`config.mk`:
```
export PLATFORM = sky130hd
export DESIGN_NAME = gt_link_top
export DESIGN_NICKNAME = d
export VERILOG_FILES = /design/src/source/gt_link_pkg.sv /design/src/source/cdr_lock_filter.sv /design/src/source/chain_reset.sv /design/src/source/gt_link_top.sv /design/src/source/rx_error_result.sv /design/src/source/rx_symbol_decode.sv /design/src/source/tx_idle_insert.sv
export SDC_FILE = /design/constraint.sdc
export NUM_CORES = 1
export LEC_CHECK = 0
export ABC_CLOCK_PERIOD_IN_PS = 3300
export BUFFER_PORTS_ARGS = -buffer_cell sky130_fd_sc_hd__buf_4
export CORE_UTILIZATION = 46
export CTS_CLUSTER_SIZE = 40
export DETAILED_ROUTE_END_ITERATION = 12
export GPL_ROUTABILITY_DRIVEN = 1
export GPL_TIMING_DRIVEN = 0
export PLACE_DENSITY_LB_ADDON = 0.05
export SLEW_MARGIN = 20
export SYNTH_ARGS = -nofsm -noshare
export SYNTH_HDL_FRONTEND = slang
export SYNTH_SLANG_ARGS = --single-unit
```
`constraint.sdc`:
```
create_clock -name RXUSRCLK -period 3.3 [get_ports RXUSRCLK]
set_clock_uncertainty 0.05 [all_clocks]
set_input_delay 0.495 -clock RXUSRCLK [delete_from_list [all_inputs] [get_ports RXUSRCLK]]
set_output_delay 0.495 -clock RXUSRCLK [all_outputs]
set_load 0.1 [all_outputs]
```
`src/source/gt_link_pkg.sv`:
```
package gt_link_pkg;

	////////////////////////////////////////
	// Raw transceiver bus
	////////////////////////////////////////

	localparam int RAW_WIDTH = 64; // Full parallel data width of the channel
	localparam int RAW_BYTES = 8; // One flag bit per raw byte

	// K28.5, sent in byte 0 while the link is idle
	localparam logic [7:0] COMMA_CODE = 8'hBC;

	////////////////////////////////////////
	// Reset sequence
	////////////////////////////////////////

	localparam int NSTEP = 4;

	localparam int STEP_PLL = 0; // PLL reset, done on PLL lock without clock loss
	localparam int STEP_TXRX0 = 1; // First TX/RX reset pass
	localparam int STEP_TXRX1 = 2; // Second TX/RX reset pass
	localparam int STEP_ALIGN = 3; // Align step, no status to wait for

	////////////////////////////////////////
	// Error statistics
	////////////////////////////////////////

	localparam int CNT_WIDTH = 16;

endpackage

```
`src/source/cdr_lock_filter.sv`:
```
`timescale 1ns/1ps

module cdr_lock_filter #(
	parameter int LOCK_MAX = 3
) (
	input  logic RXUSRCLK,
	input  logic reset,
	input  logic cdr_lock_i,
	output logic locked_o
);

	localparam int UW = (LOCK_MAX > 0) ? $clog2(LOCK_MAX + 1) : 1;

	logic [UW-1:0] unlock_cnt; // Consecutive cycles without CDR lock

	// Short lock drops are ignored so the link is not torn down by glitches
	always_ff @(posedge RXUSRCLK or posedge reset) begin
		if (reset) begin
			unlock_cnt <= '0;
			locked_o <= 1'b0;
		end else if (cdr_lock_i) begin
			unlock_cnt <= '0;
			locked_o <= 1'b1;
		end else if (unlock_cnt == UW'(LOCK_MAX)) begin
			locked_o <= 1'b0; // Drop lasted past the limit
		end else begin
			unlock_cnt <= unlock_cnt + 1'b1;
		end
	end

endmodule

```
`src/source/chain_reset.sv`:
```
`timescale 1ns/1ps

module chain_reset #(
	parameter int NSTEP = 4,
	parameter int RESET_LEN = 100,
	parameter int CHECK_DELAY = 10,
	parameter int READY_LEN = 10,
	parameter int TIMEOUT = 4096
) (
	input  logic RXUSRCLK,
	input  logic reset,
	input  logic [NSTEP-1:0] criteria_i,
	output logic [NSTEP-1:0] reset_o,
	output logic [NSTEP-1:0] done_o
);

	localparam int MAX_A = (TIMEOUT > RESET_LEN) ? TIMEOUT : RESET_LEN;
	localparam int CNT_MAX = (MAX_A > CHECK_DELAY) ? MAX_A : CHECK_DELAY;
	localparam int CW = $clog2(CNT_MAX + 1);
	localparam int RW = $clog2(READY_LEN + 1);
	localparam int SW = (NSTEP > 1) ? $clog2(NSTEP) : 1;

	typedef enum logic [2:0] {
		PH_START,
		PH_HOLD,
		PH_DELAY,
		PH_WAIT,
		PH_DONE
	} phase_t;

	phase_t phase;
	logic [SW-1:0] step; // Index of the step in progress
	logic [CW-1:0] cycle_cnt; // Shared by hold, check delay and timeout
	logic [RW-1:0] ready_cnt; // Run of consecutive good criterion cycles

	always_ff @(posedge RXUSRCLK or posedge reset) begin
		if (reset) begin
			phase <= PH_START;
			step <= '0;
			cycle_cnt <= '0;
			ready_cnt <= '0;
			reset_o <= '0;
			done_o <= '0;
		end else begin
			case (phase)
				PH_START: begin
					reset_o[step] <= 1'b1;
					cycle_cnt <= '0;
					ready_cnt <= '0;
					phase <= PH_HOLD;
				end
				PH_HOLD: begin
					if (cycle_cnt == CW'(RESET_LEN - 1)) begin
						reset_o[step] <= 1'b0;
						cycle_cnt <= '0; // Timeout is measured from here
						phase <= PH_DELAY;
					end else begin
						cycle_cnt <= cycle_cnt + 1'b1;
					end
				end
				PH_DELAY: begin
					cycle_cnt <= cycle_cnt + 1'b1;
					if (cycle_cnt == CW'(CHECK_DELAY - 1)) begin
						phase <= PH_WAIT;
					end
				end
				PH_WAIT: begin
					cycle_cnt <= cycle_cnt + 1'b1;
					if (criteria_i[step] && ready_cnt == RW'(READY_LEN - 1)) begin
						done_o[step] <= 1'b1;
						if (step == SW'(NSTEP - 1)) begin
							phase <= PH_DONE;
						end else begin
							step <= step + 1'b1;
							phase <= PH_START;
						end
					end else if (cycle_cnt == CW'(TIMEOUT - 1)) begin
						phase <= PH_START; // Criterion never settled, run this step again
					end else if (criteria_i[step]) begin
						ready_cnt <= ready_cnt + 1'b1;
					end else begin
						ready_cnt <= '0;
					end
				end
				default: begin
					// All steps done, stay here until reset
				end
			endcase
		end
	end

endmodule

```
`src/source/gt_link_top.sv`:
```
`timescale 1ns/1ps

module gt_link_top #(
	parameter int DWIDTH = 16,
	parameter int RESET_LEN = 100,
	parameter int CHECK_DELAY = 10,
	parameter int READY_LEN = 10,
	parameter int TIMEOUT = 4096,
	parameter int LOCK_MAX = 3,
	localparam int DBYTE = DWIDTH / 8
) (
	input  logic RXUSRCLK,
	input  logic reset,
	input  logic pll_lock_i,
	input  logic fbclk_lost_i,
	input  logic refclk_lost_i,
	input  logic tx_reset_done_i,
	input  logic rx_reset_done_i,
	input  logic cdr_lock_i,
	input  logic [gt_link_pkg::NSTEP-1:0] mask_i,
	input  logic tx_userrdy_i,
	input  logic rx_userrdy_i,
	input  logic [DWIDTH-1:0] tx_data_i,
	input  logic [DBYTE-1:0] tx_charisk_i,
	input  logic [gt_link_pkg::RAW_WIDTH-1:0] gt_rxdata_i,
	input  logic [gt_link_pkg::RAW_BYTES-1:0] gt_rxcharisk_i,
	input  logic [gt_link_pkg::RAW_BYTES-1:0] gt_rxdisperr_i,
	input  logic [gt_link_pkg::RAW_BYTES-1:0] gt_rxnotintable_i,
	input  logic err_clear_i,
	output logic pll_reset_o,
	output logic txrx_reset_o,
	output logic reset_done_o,
	output logic [gt_link_pkg::NSTEP-1:0] done_o,
	output logic locked_o,
	output logic rx_userrdy_o,
	output logic [gt_link_pkg::RAW_WIDTH-1:0] gt_txdata_o,
	output logic [gt_link_pkg::RAW_BYTES-1:0] gt_txcharisk_o,
	output logic [DWIDTH-1:0] rx_data_o,
	output logic [DBYTE-1:0] rx_charisk_o,
	output logic [DBYTE-1:0] rx_disperr_o,
	output logic [DBYTE-1:0] rx_notintable_o,
	output logic rx_comma_o,
	output logic rx_valid_o,
	output logic [gt_link_pkg::CNT_WIDTH-1:0] disperr_cnt_o,
	output logic [gt_link_pkg::CNT_WIDTH-1:0] notintable_cnt_o
);

	localparam int NSTEP = gt_link_pkg::NSTEP;

	logic pll_ok;
	logic txrx_done;
	logic [NSTEP-1:0] criteria;
	logic [NSTEP-1:0] chain_reset_out;
	logic [NSTEP-1:0] step_reset; // Step resets after the mask
	logic link_ready;

	////////////////////////////////////////
	// Reset sequence
	////////////////////////////////////////

	assign pll_ok = pll_lock_i & ~fbclk_lost_i & ~refclk_lost_i;
	assign txrx_done = tx_reset_done_i & rx_reset_done_i & pll_ok;

	// A masked step is skipped, so its criterion counts as met
	always_comb begin
		criteria[gt_link_pkg::STEP_PLL] = pll_ok;
		criteria[gt_link_pkg::STEP_TXRX0] = txrx_done;
		criteria[gt_link_pkg::STEP_TXRX1] = txrx_done;
		criteria[gt_link_pkg::STEP_ALIGN] = 1'b1;
		criteria = criteria | ~mask_i;
	end

	chain_reset #(
		.NSTEP(NSTEP),
		.RESET_LEN(RESET_LEN),
		.CHECK_DELAY(CHECK_DELAY),
		.READY_LEN(READY_LEN),
		.TIMEOUT(TIMEOUT)
	) u_chain_reset (
		.RXUSRCLK(RXUSRCLK),
		.reset(reset),
		.criteria_i(criteria),
		.reset_o(chain_reset_out),
		.done_o(done_o)
	);

	assign step_reset = chain_reset_out & mask_i;
	assign pll_reset_o = step_reset[gt_link_pkg::STEP_PLL];
	assign txrx_reset_o = step_reset[gt_link_pkg::STEP_TXRX0] | step_reset[gt_link_pkg::STEP_TXRX1];
	assign reset_done_o = &done_o & txrx_done;

	cdr_lock_filter #(
		.LOCK_MAX(LOCK_MAX)
	) u_cdr_lock_filter (
		.RXUSRCLK(RXUSRCLK),
		.reset(reset),
		.cdr_lock_i(cdr_lock_i),
		.locked_o(locked_o)
	);

	assign rx_userrdy_o = rx_userrdy_i & locked_o;

	////////////////////////////////////////
	// Datapath
	////////////////////////////////////////

	assign link_ready = reset_done_o & locked_o;

	tx_idle_insert #(
		.DWIDTH(DWIDTH)
	) u_tx_idle_insert (
		.RXUSRCLK(RXUSRCLK),
		.reset(reset),
		.link_ready_i(reset_done_o & tx_userrdy_i), // User data only once TX user side is up
		.tx_data_i(tx_data_i),
		.tx_charisk_i(tx_charisk_i),
		.gt_txdata_o(gt_txdata_o),
		.gt_txcharisk_o(gt_txcharisk_o)
	);

	rx_symbol_decode #(
		.DWIDTH(DWIDTH)
	) u_rx_symbol_decode (
		.RXUSRCLK(RXUSRCLK),
		.reset(reset),
		.link_ready_i(link_ready),
		.gt_rxdata_i(gt_rxdata_i),
		.gt_rxcharisk_i(gt_rxcharisk_i),
		.gt_rxdisperr_i(gt_rxdisperr_i),
		.gt_rxnotintable_i(gt_rxnotintable_i),
		.rx_data_o(rx_data_o),
		.rx_charisk_o(rx_charisk_o),
		.rx_disperr_o(rx_disperr_o),
		.rx_notintable_o(rx_notintable_o),
		.rx_comma_o(rx_comma_o),
		.rx_valid_o(rx_valid_o)
	);

	rx_error_result #(
		.DWIDTH(DWIDTH)
	) u_rx_error_result (
		.RXUSRCLK(RXUSRCLK),
		.reset(reset),
		.valid_i(rx_valid_o),
		.disperr_i(rx_disperr_o),
		.notintable_i(rx_notintable_o),
		.clear_i(err_clear_i),
		.disperr_cnt_o(disperr_cnt_o),
		.notintable_cnt_o(notintable_cnt_o)
	);

endmodule

```
`src/source/rx_error_result.sv`:
```
`timescale 1ns/1ps

module rx_error_result #(
	parameter int DWIDTH = 16
) (
	input  logic RXUSRCLK,
	input  logic reset,
	input  logic valid_i,
	input  logic [DWIDTH/8-1:0] disperr_i,
	input  logic [DWIDTH/8-1:0] notintable_i,
	input  logic clear_i,
	output logic [gt_link_pkg::CNT_WIDTH-1:0] disperr_cnt_o,
	output logic [gt_link_pkg::CNT_WIDTH-1:0] notintable_cnt_o
);

	localparam int DBYTE = DWIDTH / 8;
	localparam int CW = gt_link_pkg::CNT_WIDTH;

	// Adds the number of set flags and sticks at all ones
	function automatic logic [CW-1:0] sat_add(
		input logic [CW-1:0] cnt,
		input logic [DBYTE-1:0] flags
	);
		logic [CW:0] sum;
		sum = {1'b0, cnt};
		for (int i = 0; i < DBYTE; i++) begin
			sum = sum + flags[i];
		end
		if (sum[CW]) begin
			return '1;
		end
		return sum[CW-1:0];
	endfunction

	always_ff @(posedge RXUSRCLK or posedge reset) begin
		if (reset) begin
			disperr_cnt_o <= '0;
			notintable_cnt_o <= '0;
		end else if (clear_i) begin
			disperr_cnt_o <= '0; // Clear wins over a beat in the same cycle
			notintable_cnt_o <= '0;
		end else if (valid_i) begin
			disperr_cnt_o <= sat_add(disperr_cnt_o, disperr_i);
			notintable_cnt_o <= sat_add(notintable_cnt_o, notintable_i);
		end
	end

endmodule

```
`src/source/rx_symbol_decode.sv`:
```
`timescale 1ns/1ps

module rx_symbol_decode #(
	parameter int DWIDTH = 16
) (
	input  logic RXUSRCLK,
	input  logic reset,
	input  logic link_ready_i,
	input  logic [gt_link_pkg::RAW_WIDTH-1:0] gt_rxdata_i,
	input  logic [gt_link_pkg::RAW_BYTES-1:0] gt_rxcharisk_i,
	input  logic [gt_link_pkg::RAW_BYTES-1:0] gt_rxdisperr_i,
	input  logic [gt_link_pkg::RAW_BYTES-1:0] gt_rxnotintable_i,
	output logic [DWIDTH-1:0] rx_data_o,
	output logic [DWIDTH/8-1:0] rx_charisk_o,
	output logic [DWIDTH/8-1:0] rx_disperr_o,
	output logic [DWIDTH/8-1:0] rx_notintable_o,
	output logic rx_comma_o,
	output logic rx_valid_o
);

	localparam int DBYTE = DWIDTH / 8;

	logic comma_det;
	logic valid_q;

	// Byte 0 carries K28.5 as a control character
	assign comma_det = (gt_rxdata_i[7:0] == gt_link_pkg::COMMA_CODE) && gt_rxcharisk_i[0];

	////////////////////////////////////////
	// Payload slice
	////////////////////////////////////////

	// Only the lower DWIDTH bits are in use at this data width
	always_ff @(posedge RXUSRCLK) begin
		rx_data_o <= gt_rxdata_i[DWIDTH-1:0];
		rx_charisk_o <= gt_rxcharisk_i[DBYTE-1:0];
		rx_disperr_o <= gt_rxdisperr_i[DBYTE-1:0];
		rx_notintable_o <= gt_rxnotintable_i[DBYTE-1:0];
		rx_comma_o <= comma_det;
	end

	////////////////////////////////////////
	// Valid flag
	////////////////////////////////////////

	always_ff @(posedge RXUSRCLK or posedge reset) begin
		if (reset) begin
			valid_q <= 1'b0;
		end else begin
			valid_q <= link_ready_i;
		end
	end

	// A beat stays valid only while the link is still ready, so a lock
	// loss invalidates the word that is already registered
	assign rx_valid_o = valid_q & link_ready_i;

endmodule

```
`src/source/tx_idle_insert.sv`:
```
`timescale 1ns/1ps

module tx_idle_insert #(
	parameter int DWIDTH = 16
) (
	input  logic RXUSRCLK,
	input  logic reset,
	input  logic link_ready_i,
	input  logic [DWIDTH-1:0] tx_data_i,
	input  logic [DWIDTH/8-1:0] tx_charisk_i,
	output logic [gt_link_pkg::RAW_WIDTH-1:0] gt_txdata_o,
	output logic [gt_link_pkg::RAW_BYTES-1:0] gt_txcharisk_o
);

	localparam int DBYTE = DWIDTH / 8;
	localparam int PAD_W = gt_link_pkg::RAW_WIDTH - DWIDTH;
	localparam int PAD_B = gt_link_pkg::RAW_BYTES - DBYTE;

	always_ff @(posedge RXUSRCLK or posedge reset) begin
		if (reset) begin
			gt_txdata_o <= '0;
			gt_txcharisk_o <= '0;
		end else if (link_ready_i) begin
			gt_txdata_o <= {{PAD_W{1'b0}}, tx_data_i};
			gt_txcharisk_o <= {{PAD_B{1'b0}}, tx_charisk_i};
		end else begin
			// Comma in byte 0 keeps the far end aligned while reset runs
			gt_txdata_o <= {{(gt_link_pkg::RAW_WIDTH - 8){1'b0}}, gt_link_pkg::COMMA_CODE};
			gt_txcharisk_o <= {{(gt_link_pkg::RAW_BYTES - 1){1'b0}}, 1'b1};
		end
	end

endmodule
```
# == Yosys cells after proc, flatten, opt, wreduce, memory -nomap -nowiden ==
# Index checks and enable logic that the tools add are counted.
# word_totals
register_bits,107
in_bits,121
out_inout_bits,137
elab_cells,119
# op_classes
addsub,8
n_lt_le_gt_ge,2
eq_ne,16
n_mux,38
bitwise_logic,20
reduce_logical,17
# op_table
op,n
2-to-1 mux 16 bit,9
case mux 13 bit (3 select lines),1
adder 16 x 1 -> 17 bit,2
adder 17 x 1 -> 17 bit,2
2-to-1 mux 4 bit,4
case mux 4 bit (2 select lines),2
2-to-1 mux 3 bit,5
"adder 13 x 1 -> 13 bit, second input constant",1
"equality test 13 x 12 -> 1 bit, second input constant",1
"equality test 13 x 4 -> 1 bit, second input constant",1
"equality test 13 x 7 -> 1 bit, second input constant",1
2-to-1 mux 13 bit,1
OR 4 bit,3
case mux 3 bit (4 select lines),1
2-to-1 mux 1 bit,10
bitwise AND 1 bit,9
"equality test 8 bit, second input constant",1
NOT 4 bit,2
AND reduction 4 bit,2
nonzero test 2 bit,4
"equality test 3 x 2 -> 1 bit, second input constant",2
2-to-1 mux 2 bit,3
"!= test 2 bit, second input constant",3
AND reduction 3 bit,2
21 further kinds,29

# == Depth between registers and ports, before layout ==
# Gate-level depths: netlist of the first run.
# logic_depth
ltp_word,12
mapped_depth,10

# == Hierarchy ==
# Synthesis of the first run repeated with hierarchy kept, for this count alone.
# hier_totals
hier_cells,508
area_unflattened_um2,5286.3
# by_module_without_submodules
module,instances,cells_per_inst,area_each_um2,seq_area_each_um2
rx_error_result,1,193,1851.8,800.8
chain_reset,1,165,1690.4,750.7
tx_idle_insert,1,93,1001.0,450.4
rx_symbol_decode,1,30,526.8,485.5
cdr_lock_filter,1,11,128.9,75.1
gt_link_top,1,16,87.6,0.0

# == Worst setup path after synthesis of the first run ==
# No wires, ideal clock.
# synth_path
path_kind,register -> register
startpoint,register u_rx_symbol_decode.rx_notintable_o[0]
endpoint,register u_rx_error_result.notintable_cnt_o[7] in the netlist's numbering
setup_time_ps,94
arrival_time_ps,2969
path_slack_ps,187
stages_incl_launch_ff,11
path_buffers,1
synth_period_minus_slack_ps,3113
cell_sequence,dfxtp_1 > inv_1 > fa_1 > inv_1 > ha_1 > nand4_1 > or4_1 > buf_2 > a21oi_1 > nor2_1 > a211oi_1
# synth_via
elab_chain_len,8
# synth_lines
element,line,text
"start, declared",rx_symbol_decode.sv:16,"output logic [DWIDTH/8-1:0] rx_notintable_o,"
"start signal, assigned",rx_symbol_decode.sv:38,rx_notintable_o <= gt_rxnotintable_i[DBYTE-1:0];
adder 16 x 1 -> 17 bit *,rx_error_result.sv:27,sum = sum + flags[i];
adder 17 x 1 -> 17 bit *,rx_error_result.sv:27,
2-to-1 mux 1 bit,rx_error_result.sv:29,if (sum[CW]) begin
2-to-1 mux 1 bit,rx_error_result.sv:42,end else if (valid_i) begin
2-to-1 mux 1 bit,rx_error_result.sv:39,end else if (clear_i) begin
2-to-1 mux 16 bit *,rx_error_result.sv:32,return sum[CW-1:0];
2-to-1 mux 16 bit *,rx_error_result.sv:42,
2-to-1 mux 16 bit *,rx_error_result.sv:39,
"end signal, assigned",rx_error_result.sv:44,"notintable_cnt_o <= sat_add(notintable_cnt_o, notintable_i);"
"end, declared",rx_error_result.sv:13,output logic [gt_link_pkg::CNT_WIDTH-1:0] notintable_cnt_o
# Every way passes the cells marked *; elsewhere a longest branch is shown, timed or not. The select of a mux whose other input is x is not followed.
# A chain may end at the register's enable or synchronous reset.

# == Worst setup path after layout of the first run ==
# layout_path
startpoint,register u_chain_reset.done_o[1]
endpoint,output rx_valid_o
# layout_via
elab_chain_len,4
# layout_lines
element,line,text
"start, declared",chain_reset.sv:14,output logic [NSTEP-1:0] done_o
"start signal, assigned",chain_reset.sv:43,done_o <= '0;
"start signal, assigned by index",chain_reset.sv:70,done_o[step] <= 1'b1;
AND reduction 4 bit,gt_link_top.sv:90,assign reset_done_o = &done_o & txrx_done;
bitwise AND 1 bit,gt_link_top.sv:90,
bitwise AND 1 bit,gt_link_top.sv:107,assign link_ready = reset_done_o & locked_o;
bitwise AND 1 bit,rx_symbol_decode.sv:56,assign rx_valid_o = valid_q & link_ready_i;
"end, declared",gt_link_top.sv:43,"output logic rx_valid_o,"
# No other way between the ends.

==> results.md, run 1 <==
- The run finished with clean final reports.
- The tightest hold path in the finished design has a slack of 0.0883 ns.
- STA classifies the critical path startpoint as a flop.
- The number of hold violations in the final report is 0.
- The number of diodes is 0.
- The clock net sink count is 106.
- The register area share after synthesis is 49.6%.
- The final net count is 844.
- The netlist area before placement is 0.00511 mm2.
- The number of antenna violations at the first check in global routing is 0.
- The biggest cell delay along the critical path is 0.40 ns.
- The proportion of netlist area held by the largest area contributor is 40.6%.
- At the worst endpoint, the arrival time is 2.23 ns.
- The die is 107 um wide.
- The number of synthesis warnings is 0.
- The post-synthesis cell count is 509.
- The HPWL after detailed placement is 9080 um.
- The signal on the critical path passes through and4_1 -> nand4_1 -> buf_2 -> inv_1 -> buf_2 -> buf_4.
- Once layout is complete, the cells apart from fillers number 855.
- For this run, the total global-route usage over all layers was measured as 21.2%.
- The endpoint identified for the worst register-to-register timing path is u_rx_error_result.notintable_cnt_o[5].
- The fraction of final layout cells with drive strength greater than 1 is 31.7%.
- In this design, the critical path's most frequently occurring cell is buf_2.
- The element type at the critical path end is an output port.
- The post-detailed-route via-to-cell ratio is 5.04.
- In this run the worst path has a maximum fanout of 10.
- In this run the remaining antenna-violating nets after routing total 0.
- Sorting the synthesized cells by area gives the leading types as dfrtp_1, dfxtp_1, buf_4.
- The number of max-cap violations is 0.
- TritonCTS built the clock tree.
- The die height is 107 um.
- Counting flops and latches in the post-synthesis netlist gives 106.
- The count of hold-fix buffers inserted at cts is 0.
- Clock-pin slew was measured on the worst setup and hold paths at 0.11 ns.
- Entering global routing, the biggest net connects 49 pins.
- The post-route standard cell area excluding fillers is 0.00676 mm2.
- The required arrival time at the worst endpoint is 2.75 ns.
- For this block, the initial DRC count from the detailed router was 167.
- The total detailed-routing wirelength is 11,900 um.
- The floorplan step defined a core boundary enclosing 0.0108 mm2.
- The number of setup violations in the final report is 0.
- Post-CTS timing repair inserted 0 buffers for setup.
- The number of ports placed on the die boundary is 258.
- The wire length of the first global-routing pass is 19,000 um.
- The worst slew margin relative to its limit is 48.3%.
- The total die area is 0.0115 mm2.
- The DRC violation count after routing is 0.
- The cell class contributing the biggest share of worst-path delay is buffers and inverters.
- The number of buffer cells added on primary ports is 136.
- After detailed placement, the design holds a cell count of 839.
- The later pin in the worst-skew pair is clocked with a latency of 0.39 ns.
- The critical register-to-register path startpoint is u_rx_symbol_decode.rx_notintable_o[0].
- The standby leakage power is 3.37 nW.
- Setup repair after global routing left no endpoint under its margin.
- From synthesis to final layout, the design area changed by 32.2%.
- The number of enable-type register cells in the synthesized netlist is 0.
- The via count of the first global-routing pass was 3,903.
- Across all register-to-register paths, the minimum setup slack is 0.69 ns.
- The buffering stage count on the worst path with inverters included is 4.
- The power per cell area is 510 mW/mm2.
- Row generation in the floorplan step produced 38 rows.
- For this run the aggregate overflow at the end of global routing stands at 0.
- Once the floorplan was initialized, standard cells occupied 47.2% of the core.
- The critical path class is flop to output port.
- The max-slew violation count is 0.
- The peak supply drop is 477 uV.
- The measured slew at the worst slew-check pin is 0.770 ns.
- The part of the cycle the worst path needs is 84.0%.
- The type of the worst min-delay path is input pin to async pin.
- On the critical path, the stage with the largest delay is an instance of dfrtp_1.
- Summed over all instances, the cell type with the most area after synthesis is dfrtp_1.
- The number of instances resized during post-cts repair is 0.
- The async set-or-reset flop fraction in the synthesized netlist is 78.3%.
- The number of filler cells placed in the layout is 937.
- Across all layers, the routed design uses 4,309 vias.
- The routability-driven placement congestion ratio is 0.810.
- The H-tree was split into 3 levels.
- The number of buffers on the longest clock path is 2.
- Counting distinct cell types in the post-synthesis netlist gives 57.
- Dividing the detail-routed wire length by the instance count gives 14.0 um.
- A synthesized cell averages 10.0 um2.
- The cell sitting at the root of the clock tree is a clkbuf_8.
- The number of buffers added by the clock tree synthesis step is 9.
- The most instantiated flip-flop cell in the synthesis netlist is dfrtp_1.
- For the finished layout, the period the worst path requires is 2.77 ns.
- The depth of the worst register-to-register path is 10.
- Static timing analysis puts the maximum clock frequency at 361 MHz.
- The placed instance area is 0.00654 mm2.
- For this run, the detailed router's first-pass iteration total came to 4.
-- sequential cells by signal, indices dropped and copies added, names as in the netlist, named ones only --
register and cells:
u_chain_reset.step 2, u_rx_error_result.disperr_cnt_o 16, u_rx_symbol_decode.rx_disperr_o 2, u_chain_reset.cycle_cnt 13
u_rx_symbol_decode.rx_charisk_o 2, u_rx_symbol_decode.rx_data_o 16, u_cdr_lock_filter.locked_o 1, u_chain_reset.done_o 4
u_rx_symbol_decode.valid_q 1, u_rx_symbol_decode.rx_notintable_o 2, u_tx_idle_insert.gt_txcharisk_o 2, u_rx_symbol_decode.rx_comma_o 1
u_chain_reset.phase 3, u_cdr_lock_filter.unlock_cnt 2, u_rx_error_result.notintable_cnt_o 16, u_tx_idle_insert.gt_txdata_o 16
u_chain_reset.ready_cnt 4
-- cells by family (layout without fill, tap and decap cells) --
kind of cell             count (synthesis)  after routing  share of synthesized area (%)
XOR/XNOR                                 6              6                           1.03
AO/OA/AOI/OAI                           90             90                           12.2
AND/OR/NAND/NOR                        195            195                           21.0
buffers and inverters                   90            243                           11.0
adder cells (fa/ha/maj)                 13             13                           3.47
other                                    1             54                         0.0733
flip-flops                             106            106                           49.6
multiplexers                             8              8                           1.61
-- cell usage after synthesis, drive strengths merged, types with 6 or more instances --
cell type / number
and2: 8
ha: 11
nor3: 19
a311oi: 7
o21ai: 14
dfxtp: 23
nor4: 8
a21o: 9
dfrtp: 83
mux2i: 6
o31ai: 6
nand2: 24
nand4: 9
a21oi: 18
and3: 19
nand2b: 10
buf: 63
nand3: 23
inv: 18
nor2: 45
a211oi: 10
clkbuf: 9
-- stage by stage --
step	setup WS (ns)	power, mW	TNS (ns)	utilization (%)
3_3_place_gp	-0.452	2.55	-36.97	60.1
4_1_cts	0.494	3.49	0	62.4
2_1_floorplan	0.187	2.37	0	-
3_5_place_dp	0.552	2.58	0	60.3
6_report	0.529	3.45	0	62.4
5_1_grt	0.413	3.63	0	62.4
-- cells in the final DEF (no fill, tap or decap), drive strengths merged, types with 6 or more instances in the layout --
cell and count:
clkbuf 18, buf 200, a21o 9, nand2 24, nor2 45, and3 19
and2 8, nor3 19, nand4 9, o31ai 6, nor4 8, a311oi 7
nand3 23, nand2b 10, conb 54, ha 11, a21oi 18, o21ai 14
dfxtp 23, inv 21, a211oi 10, mux2i 6, dfrtp 83
-- worst max path at each step --
stage / from / end / slack [ns] / cells past startpoint
2_1_floorplan: u_rx_symbol_decode.rx_notintable_o[0] / u_rx_error_result.notintable_cnt_o[7] / 0.19 / 10
3_3_place_gp: reset / u_chain_reset.cycle_cnt[5] / -0.45 / 2
3_5_place_dp: fbclk_lost_i / rx_valid_o / 0.55 / 7
4_1_cts: u_chain_reset.done_o[0] / rx_valid_o / 0.49 / 6
5_1_grt: u_chain_reset.done_o[0] / rx_valid_o / 0.41 / 6
6_report: u_chain_reset.done_o[1] / rx_valid_o / 0.53 / 6
-- layer usage --
| layer | vias up | part of all wire (%) | global-route usage (%) |
|---|---|---|---|
| met5 | - | 0 | 0 |
| met4 | 0 | 0.80 | 5.58 |
| met3 | 6 | 6.8 | 5.99 |
| met2 | 152 | 53 | 36.3 |
| met1 | 2044 | 39 | 26.2 |
| li1 | 2107 | - | - |
-- final cells by class --
type	count	area (um2)	area share [%]
clock buffers	9	124	1.83
flip-flops and latches	106	2540	37.5
well taps	140	175	2.59
clock inverters	7	98.8	1.46
repair buffers	137	1050	15.5
plain buffers	72	493	7.29
multi-input cells	366	2220	32.8
inverters	18	70.1	1.04
-- report_power, final --
part	leakage [nW]	switching [mW]	internal [mW]	total, mW
Clock	0.112	0.462	0.434	0.897
Sequential	1.29	0.0969	1.39	1.49
Combinational	1.97	0.755	0.307	1.06
No activity file was read; power rests on OpenSTA's default activity.
==> run 2: changes to the inputs <==
ABC_CLOCK_PERIOD_IN_PS = 2200   (was 3300)
CORE_UTILIZATION = 42   (was 46)
clock period = 2.2 ns   (was 3.3 ns; I/O delays follow)
==> run 2 against run 1 <==
  * The flow now finishes with violations (setup timing)
  * Clock-buffer cell count stayed put
  * Hold slack worse by 0.066 ns
  * Via count is 4.2% higher
  * First-iteration DRC count is 78% higher
  * Cell area is 9.1% higher
  * Non-clock buffer count is 28 higher
  * Worst setup slack worse by 0.67 ns
  * Critical path depth is 3 higher
  * Critical endpoint is now u_rx_error_result.notintable_cnt_o[15]
  * Largest cell class unchanged
==> results.md, run 2 (synthesis gave the netlist of run 1 again) <==
- The part of the cycle the worst path needs is 106%.
- The total die area is 0.0126 mm2 (was 0.0115 mm2).
- Outcome: complete, but fails checks (was finished, final reports clean).
- The die height is 112 um (was 107 um).
- The worst hold path endpoint is u_rx_symbol_decode.rx_data_o[14].
- The proportion of total power due to net switching is 38.0% (was 38.1%).
- The latest clock arrival within the worst-skew pair was 0.35 ns (was 0.39 ns).
- The part of the power in registers is 41.3% (was 43.2%).
- The average wire length per cell after detail routing is 14.4 um (was 14.0 um).
- The final period demand of the worst path is 2.34 ns.
- The critical register-to-register path startpoint is u_rx_error_result.notintable_cnt_o[0] (was u_rx_symbol_decode.rx_notintable_o[0]).
- The reg-to-reg setup timing slack was -0.14 ns (was 0.69 ns).
- The combined flip-flop and latch cell area is 0.00257 mm2 (was 0.00254 mm2).
- The worst slew margin relative to its limit is 46.0% (was 48.3%).
- The cell chosen for the clock root is clkbuf_16 (was clkbuf_8).
- The clock net sink count was 106 (unchanged).
- The area occupied by multi-input gates is 0.00244 mm2 (was 0.00222 mm2).
- The clock tree from TritonCTS was yes (unchanged).
- The area growth from synthesis to layout is 44.2% (was 32.2%).
- The placed instance area is 0.00668 mm2 (was 0.00654 mm2).
- RSZ-0062 raised after global routing: true (was false).
- The detailed-route via count is 4,490 (was 4,309).
- The DRC violation count after routing was 0 (unchanged).
- The critical path class is flop to flop (was flop to output port).
- The number of design-rule violations left by the first detailed-router iteration is 298 (was 167).
- The maximum net fanout on the critical path is 5 (was 10).
- The initial core utilization is 43.9% (was 47.2%).
- The post-route standard cell area excluding fillers is 0.00738 mm2 (was 0.00676 mm2).
- The worst endpoint data arrival time is 2.55 ns (was 2.23 ns).
- The endpoint of the lowest-slack register-to-register path is u_rx_error_result.notintable_cnt_o[15] (was u_rx_error_result.notintable_cnt_o[5]).
- The number of non-filler instances in the completed layout came to 886 (was 855).
- Most used cells in the layout excluding fill and tap cells: buf_4, dfrtp_1, conb_1 (unchanged).
- The standby leakage power was 3.59 nW (was 3.37 nW).
- Derived from the worst setup path, the maximum achievable clock frequency is 427 MHz.
- The final net count is 872 (was 844).
- The peak supply drop is 543 uV (was 477 uV).
- The power per cell area was 733 mW/mm2 (was 510 mW/mm2).
- The number of max-cap violations is 0 (unchanged).
- The commonest non-fill, non-tap cell in the layout was buf_4 (unchanged).
- The number of antenna violations at the first check in global routing is 0 (unchanged).
- The internal power contribution is 3.35 mW (was 2.14 mW).
- The detailed placement HPWL was 9060 um (was 9080 um).
- The number of setup violations in the final report is 19 (was 0).
- The routability-driven placement congestion ratio was 0.794 (was 0.810).
- The number of ports placed on the die boundary is 258 (unchanged).
- The biggest cell delay along the critical path is 0.48 ns (was 0.40 ns).
- The number of filler cells placed in the layout is 995 (was 937).
- The slowest library cell on the worst path is or4_4 (was dfrtp_1).
- The smallest setup slack after layout is -0.141 ns (was 0.529 ns).
- The proportion of power drawn by combinational gates is 29.6% (was 30.8%).
- The required arrival time at the worst endpoint is 2.41 ns (was 2.75 ns).
- The number of buffers on the longest clock path is 2 (unchanged).
- The power spent charging and discharging nets is 2.06 mW (was 1.31 mW).
- The measured slew at the worst slew-check pin came to 0.803 ns (was 0.770 ns).
- The post-detailed-route via-to-cell ratio is 5.07 (was 5.04).
- The number of hold violations in the final report came to 0 (unchanged).
- The pin count of the biggest net entering global routing is 33 (was 49).
- The standard-cell row count is 39 (was 38).
- The cell with the most instances on the worst path is inv_2 (was buf_2).
- The final reports fail on setup timing.
- The depth of the CTS H-tree came to 3 (unchanged).
- In this run the most critical hold path is launched from gt_rxdata_i[14].
- The final total negative setup slack is -1.22 ns (was 0 ns).
- The type of the worst min-delay path is input pin to flop (was input pin to async pin).
- Critical Path, Cell by Cell: inv_2 -> fa_2 -> inv_2 -> ha_4 -> nand4_1 -> or4_4 -> buf_4 -> buf_6 -> a311oi_2 (was and4_1 -> nand4_1 -> buf_2 -> inv_1 -> buf_2 -> buf_4).
- The number of buffers added by the clock tree synthesis step is 9 (unchanged).
- The worst hold path depth is 1.
- The clock-pin slew on the worst setup and hold paths is 0.07 ns (was 0.11 ns).
- The depth of the worst register-to-register path is 9 (was 10).
- The total overflow reported by the global router is 0 (unchanged).
- The max-slew violation count is 0 (unchanged).
- The launching element type of the critical path is a flop (unchanged).
- The via count of the first global-routing pass is 4,297 (was 3,903).
- The worst setup path startpoint is u_rx_error_result.notintable_cnt_o[0] (was u_chain_reset.done_o[1]).
- The area inside the core boundary is 0.0117 mm2 (was 0.0108 mm2).
- The number of iterations in the first detailed-routing pass is 4 (unchanged).
- The remaining number of nets flagged by the antenna check after routing came to 0 (unchanged).
- The die extent in x is 112 um (was 107 um).
- The placed instance count came to 843 (was 839).
- The number of diodes is 0 (unchanged).
- The wire length of the first global-routing pass is 20,700 um (was 19,000 um).
- The share of total power in the clock network is 29.1% (was 26.0%).
- The number of buffer cells added on primary ports came to 136 (unchanged).
- The total detailed-routing wirelength was 12,800 um (was 11,900 um).
- The fraction of final layout cells with drive strength greater than 1 was 42.9% (was 31.7%).
- The global-route usage over all layers is 20.5% (was 21.2%).
- The element type at the critical path end is a flop (was output port).
## run 2: changes by cell type in the layout (fill, tap and decap cells not counted), moves of 6 or more
cell / delta
a211oi_1: -9
a211oi_2: +9
a311oi_1: -7
a311oi_2: +7
buf_4: +22
clkbuf_16: +9
clkbuf_8: -9
dfrtp_1: -14
dfrtp_2: +12
inv_1: -7
inv_2: +6
## run 2: worst max-delay path, delay by kind of cell (launching register included)
family	cells	cell delay, ns
AO/OA/AOI/OAI	1	0.25
adder cells (fa/ha/maj)	2	0.48
buffers and inverters	4	0.39
flip-flops	1	0.41
AND/OR/NAND/NOR	2	0.67
## run 2: worst max path at each step
| stage | to | slack [ns] | cells after the start |
|---|---|---|---|
| after floorplan | u_rx_error_result.notintable_cnt_o[7] | -0.42 | 10 |
| after global placement | u_rx_error_result.notintable_cnt_o[7] | -0.34 | 10 |
| after detailed placement | u_rx_error_result.notintable_cnt_o[2] | -0.39 | 8 |
| after CTS | u_rx_error_result.notintable_cnt_o[5] | -0.10 | 8 |
| after global routing | u_rx_error_result.notintable_cnt_o[7] | -0.21 | 10 |
| final | u_rx_error_result.notintable_cnt_o[15] | -0.14 | 9 |
## run 2: per-layer routing
layer  GRT usage [%]  share of wire, %  wire (um)  vias to the layer above
met4            5.16               1.2        159                        0
met5               0                 0          0                        -
met2            35.4                51       6570                      171
met3            5.45               6.4        816                       16
met1            25.5                41       5230                     2135
li1                -                 -          -                     2168
## run 2: per-stage QoR
step	util, %	setup WS (ns)	total power, mW	hold slack, ns
finish	63.2	-0.141	5.41	0.0218
global route	63.2	-0.213	5.66	0.00672
CTS	61.8	-0.101	5.44	0.00852
detailed placement	57.3	-0.388	3.86	0.375
global placement	56.9	-0.340	3.82	0.384
floorplan	-	-0.418	3.55	0.308
## run 2: power by group through the flow
stage	Combinational (mW)	Sequential, mW	Clock, mW
after floorplan	1.11	2.44	0
after global placement	1.55	2.27	0
after detailed placement	1.58	2.27	0
after CTS	1.59	2.24	1.61
after global routing	1.72	2.26	1.68
final	1.60	2.23	1.57
## run 2: area by class of cell
cell class / count / area share, %
multi-input combinational: 366 / 33.1
tap: 143 / 2.43
inverter: 18 / 1.07
timing repair buffer: 166 / 17.8
clock inverter: 7 / 0.797
clock buffer: 9 / 3.05
sequential: 106 / 34.9
buffer: 71 / 6.85
## run 2: what timing repair did
| item | CTS | global route |
|---|---|---|
| pin swaps | 13 | 14 |
| endpoints found under the setup margin | 22 | 38 |
| gates resized for setup | 30 | 20 |
| hold buffers | 1 | 0 |
| hold endpoints to repair | 21 | 0 |
| buffers inserted | 13 | 14 |
| cloned | 2 | 0 |
==> run 3: changes to the inputs <==
BUFFER_PORTS_ARGS = -buffer_cell sky130_fd_sc_hd__buf_2   (was -buffer_cell sky130_fd_sc_hd__buf_4)
==> run 3 against run 2 <==
  * The run still ends with setup timing left
  * Sequential cell count stayed put
  * Cell area fell by 5.7%
  * Cell count decreased by 1.0%
  * First-iteration DRC count down 27%
  * Critical path depth did not move
  * Non-clock buffer count decreased by 10
  * Sequential share of layout area rose by 2.1 points
  * Worst setup slack improved by 0.040 ns
  * Register-to-register slack improved by 0.04 ns
  * Wire length fell by 4.1%
  * Hold slack got worse by 0.0011 ns
  * Clock-buffer cell count up 1
  * Critical path type unchanged
  * Critical endpoint is now u_rx_error_result.notintable_cnt_o[6]
==> results.md, run 3 (synthesis gave the netlist of run 1 again) <==
- The clock tree from TritonCTS is yes (unchanged).
- The number of design-rule violations left by the first detailed-router iteration is 219 (was 298).
- Violated checks: setup timing (unchanged).
- The max-slew violation count came to 0 (unchanged).
- The total overflow reported by the global router is 0 (unchanged).
- The type of the worst min-delay path was input pin to flop (unchanged).
- The detailed placement HPWL is 8970 um (was 9060 um).
- The global-route usage over all layers came to 20.0% (was 20.5%).
- The post-detailed-route via-to-cell ratio was 5.04 (was 5.07).
- The area inside the core boundary is 0.0117 mm2 (unchanged).
- The number of antenna violations at the first check in global routing is 0 (unchanged).
- The launching element type of the critical path is a flop (unchanged).
- The startpoint of the worst hold path is gt_rxdata_i[15] (was gt_rxdata_i[14]).
- The depth of the CTS H-tree is 3 (unchanged).
- The peak supply drop is 512 uV (was 543 uV).
- The routability-driven placement congestion ratio is 0.811 (was 0.794).
- The depth of the worst register-to-register path is 9 (unchanged).
- Outcome: complete, but fails checks (unchanged).
- The number of setup violations in the final report came to 14 (was 19).
- The standby leakage power is 3.47 nW (was 3.59 nW).
- The fraction of final layout cells with drive strength greater than 1 is 41.6% (was 42.9%).
- The average wire length per cell after detail routing is 14.0 um (was 14.4 um).
- The number of hold violations in the final report is 0 (unchanged).
- The number of iterations in the first detailed-routing pass was 4 (unchanged).
- The initial core utilization is 43.9% (unchanged).
- The measured slew at the worst slew-check pin came to 0.817 ns (was 0.803 ns).
- The element type at the critical path end is a flop (unchanged).
- The final cell utilization of the core is 59.6% (was 63.2%).
- The total die area came to 0.0126 mm2 (unchanged).
- The worst setup path startpoint is u_rx_error_result.notintable_cnt_o[0] (unchanged).
- The number of max-cap violations is 0 (unchanged).
- The clock net sink count was 106 (unchanged).
- The power per cell area is 778 mW/mm2 (was 733 mW/mm2).
- The final total negative setup slack is -0.871 ns (was -1.22 ns).
- The latest clock arrival within the worst-skew pair is 0.35 ns (about the same).
- The number of buffers on the longest clock path is 2 (unchanged).
- The via count of the first global-routing pass is 4,186 (was 4,297).
- The maximum frequency from static timing analysis is 435 MHz (was 427 MHz).
- The wire length of the first global-routing pass is 20,000 um (was 20,700 um).
- The DRC violation count after routing is 0 (unchanged).
- Most used cells in the layout excluding fill and tap cells: buf_2, buf_4, dfrtp_1 (was buf_4, dfrtp_1, conb_1).
- The worst hold path depth is 1 (unchanged).
- The die height is 112 um (unchanged).
- The commonest non-fill, non-tap cell in the layout was buf_2 (was buf_4).
- The critical path class is flop to flop (unchanged).
- The final net count is 863 (was 872).
- The part of the cycle the worst path needs is 105% (was 106%).
- The detailed-route via count came to 4,424 (was 4,490).
- The die extent in x was 112 um (unchanged).
- The overall power of the completed layout is 5.41 mW (about the same).
- The number of diodes is 0 (unchanged).
- The smallest hold slack is 0.0207 ns (was 0.0218 ns).
- The number of ports placed on the die boundary is 258 (unchanged).
- The standard-cell row count is 39 (unchanged).
- The number of buffers added by the clock tree synthesis step is 9 (unchanged).
- The placed instance area is 0.00637 mm2 (was 0.00668 mm2).
- The post-route standard cell area excluding fillers came to 0.00695 mm2 (was 0.00738 mm2).
- The remaining number of nets flagged by the antenna check after routing is 0 (unchanged).
- The pin count of the biggest net entering global routing is 33 (unchanged).
- The smallest setup slack after layout is -0.100 ns (was -0.141 ns).
- The required arrival time at the worst endpoint is 2.42 ns (was 2.41 ns).
- RSZ-0062 raised after global routing: true (unchanged).
- The worst slew margin relative to its limit was 45.1% (was 46.0%).
- The clock-pin slew on the worst setup and hold paths is 0.07 ns (about the same).
- The worst endpoint data arrival time is 2.52 ns (was 2.55 ns).
- The total detailed-routing wirelength is 12,300 um (was 12,800 um).
- The area growth from synthesis to layout is 35.9% (was 44.2%).
- The cell chosen for the clock root is clkbuf_16 (unchanged).
- The number of buffer cells added on primary ports is 136 (unchanged).
- The critical register-to-register path startpoint is u_rx_error_result.notintable_cnt_o[0] (unchanged).
- The maximum net fanout on the critical path was 5 (unchanged).
- The final period demand of the worst path is 2.30 ns (was 2.34 ns).
run 3: metrics by stage:
stage	cells	setup WS, ns
2_1_floorplan	562	-0.418
3_3_place_gp	841	-0.339
3_5_place_dp	844	-0.368
4_1_cts	870	-0.0855
5_1_grt	877	-0.200
6_report	877	-0.100
run 3: report_power, final:
| part | total, mW | internal [mW] | leakage [nW] | switching, mW |
|---|---|---|---|---|
| registers | 2.23 | 2.09 | 1.27 | 0.140 |
| clock network | 1.62 | 0.887 | 0.148 | 0.730 |
| logic | 1.56 | 0.429 | 2.06 | 1.13 |
| total | 5.41 | 3.41 | 3.47 | 2.00 |
run 3: layout make-up:
type	count	area, um2
Buffer	71	509
Clock buffer	10	229
Clock inverter	6	62.6
Fill cell	1027	4710
Inverter	18	73.8
Multi-Input combinational cell	367	2420
Sequential cell	106	2570
Tap cell	143	179
Timing Repair Buffer	156	908
run 3: layer usage:
| layer | vias up | track usage [%] | part of all wire [%] |
|---|---|---|---|
| li1 | 2155 | - | - |
| met4 | 0 | 6.13 | 1.3 |
| met1 | 2108 | 24.9 | 42 |
| met5 | - | 0 | 0 |
| met3 | 15 | 5.13 | 6.1 |
| met2 | 146 | 34.0 | 51 |
run 3: critical path, cell delays in order, from the launching register on:
cell and delay [ns]:
dfrtp_4 0.41, inv_2 0.04, fa_2 0.36, inv_2 0.08, ha_4 0.12, nand4_1 0.19, or4_4 0.48, buf_2 0.18
and4_1 0.19, nor3_1 0.12
run 3: final timing paths:
path	to	slack, ns
max in group asynchronous	u_rx_error_result.disperr_cnt_o[10]	0.86
hold / removal	u_rx_symbol_decode.rx_data_o[15]	0.02
hold reg to reg	u_chain_reset.done_o[2]	0.43
setup / recovery	u_rx_error_result.notintable_cnt_o[6]	-0.10
setup reg to reg	u_rx_error_result.notintable_cnt_o[6]	-0.10
min in group asynchronous	u_chain_reset.cycle_cnt[2]	0.42
run 3: timing repair:
item	in CTS	in global routing
pin swaps	11	9
cloned	1	1
setup buffers	9	6
hold buffers	1	0
endpoints found under the hold margin	11	0
resized for setup	24	21
endpoints found under the setup margin	21	36
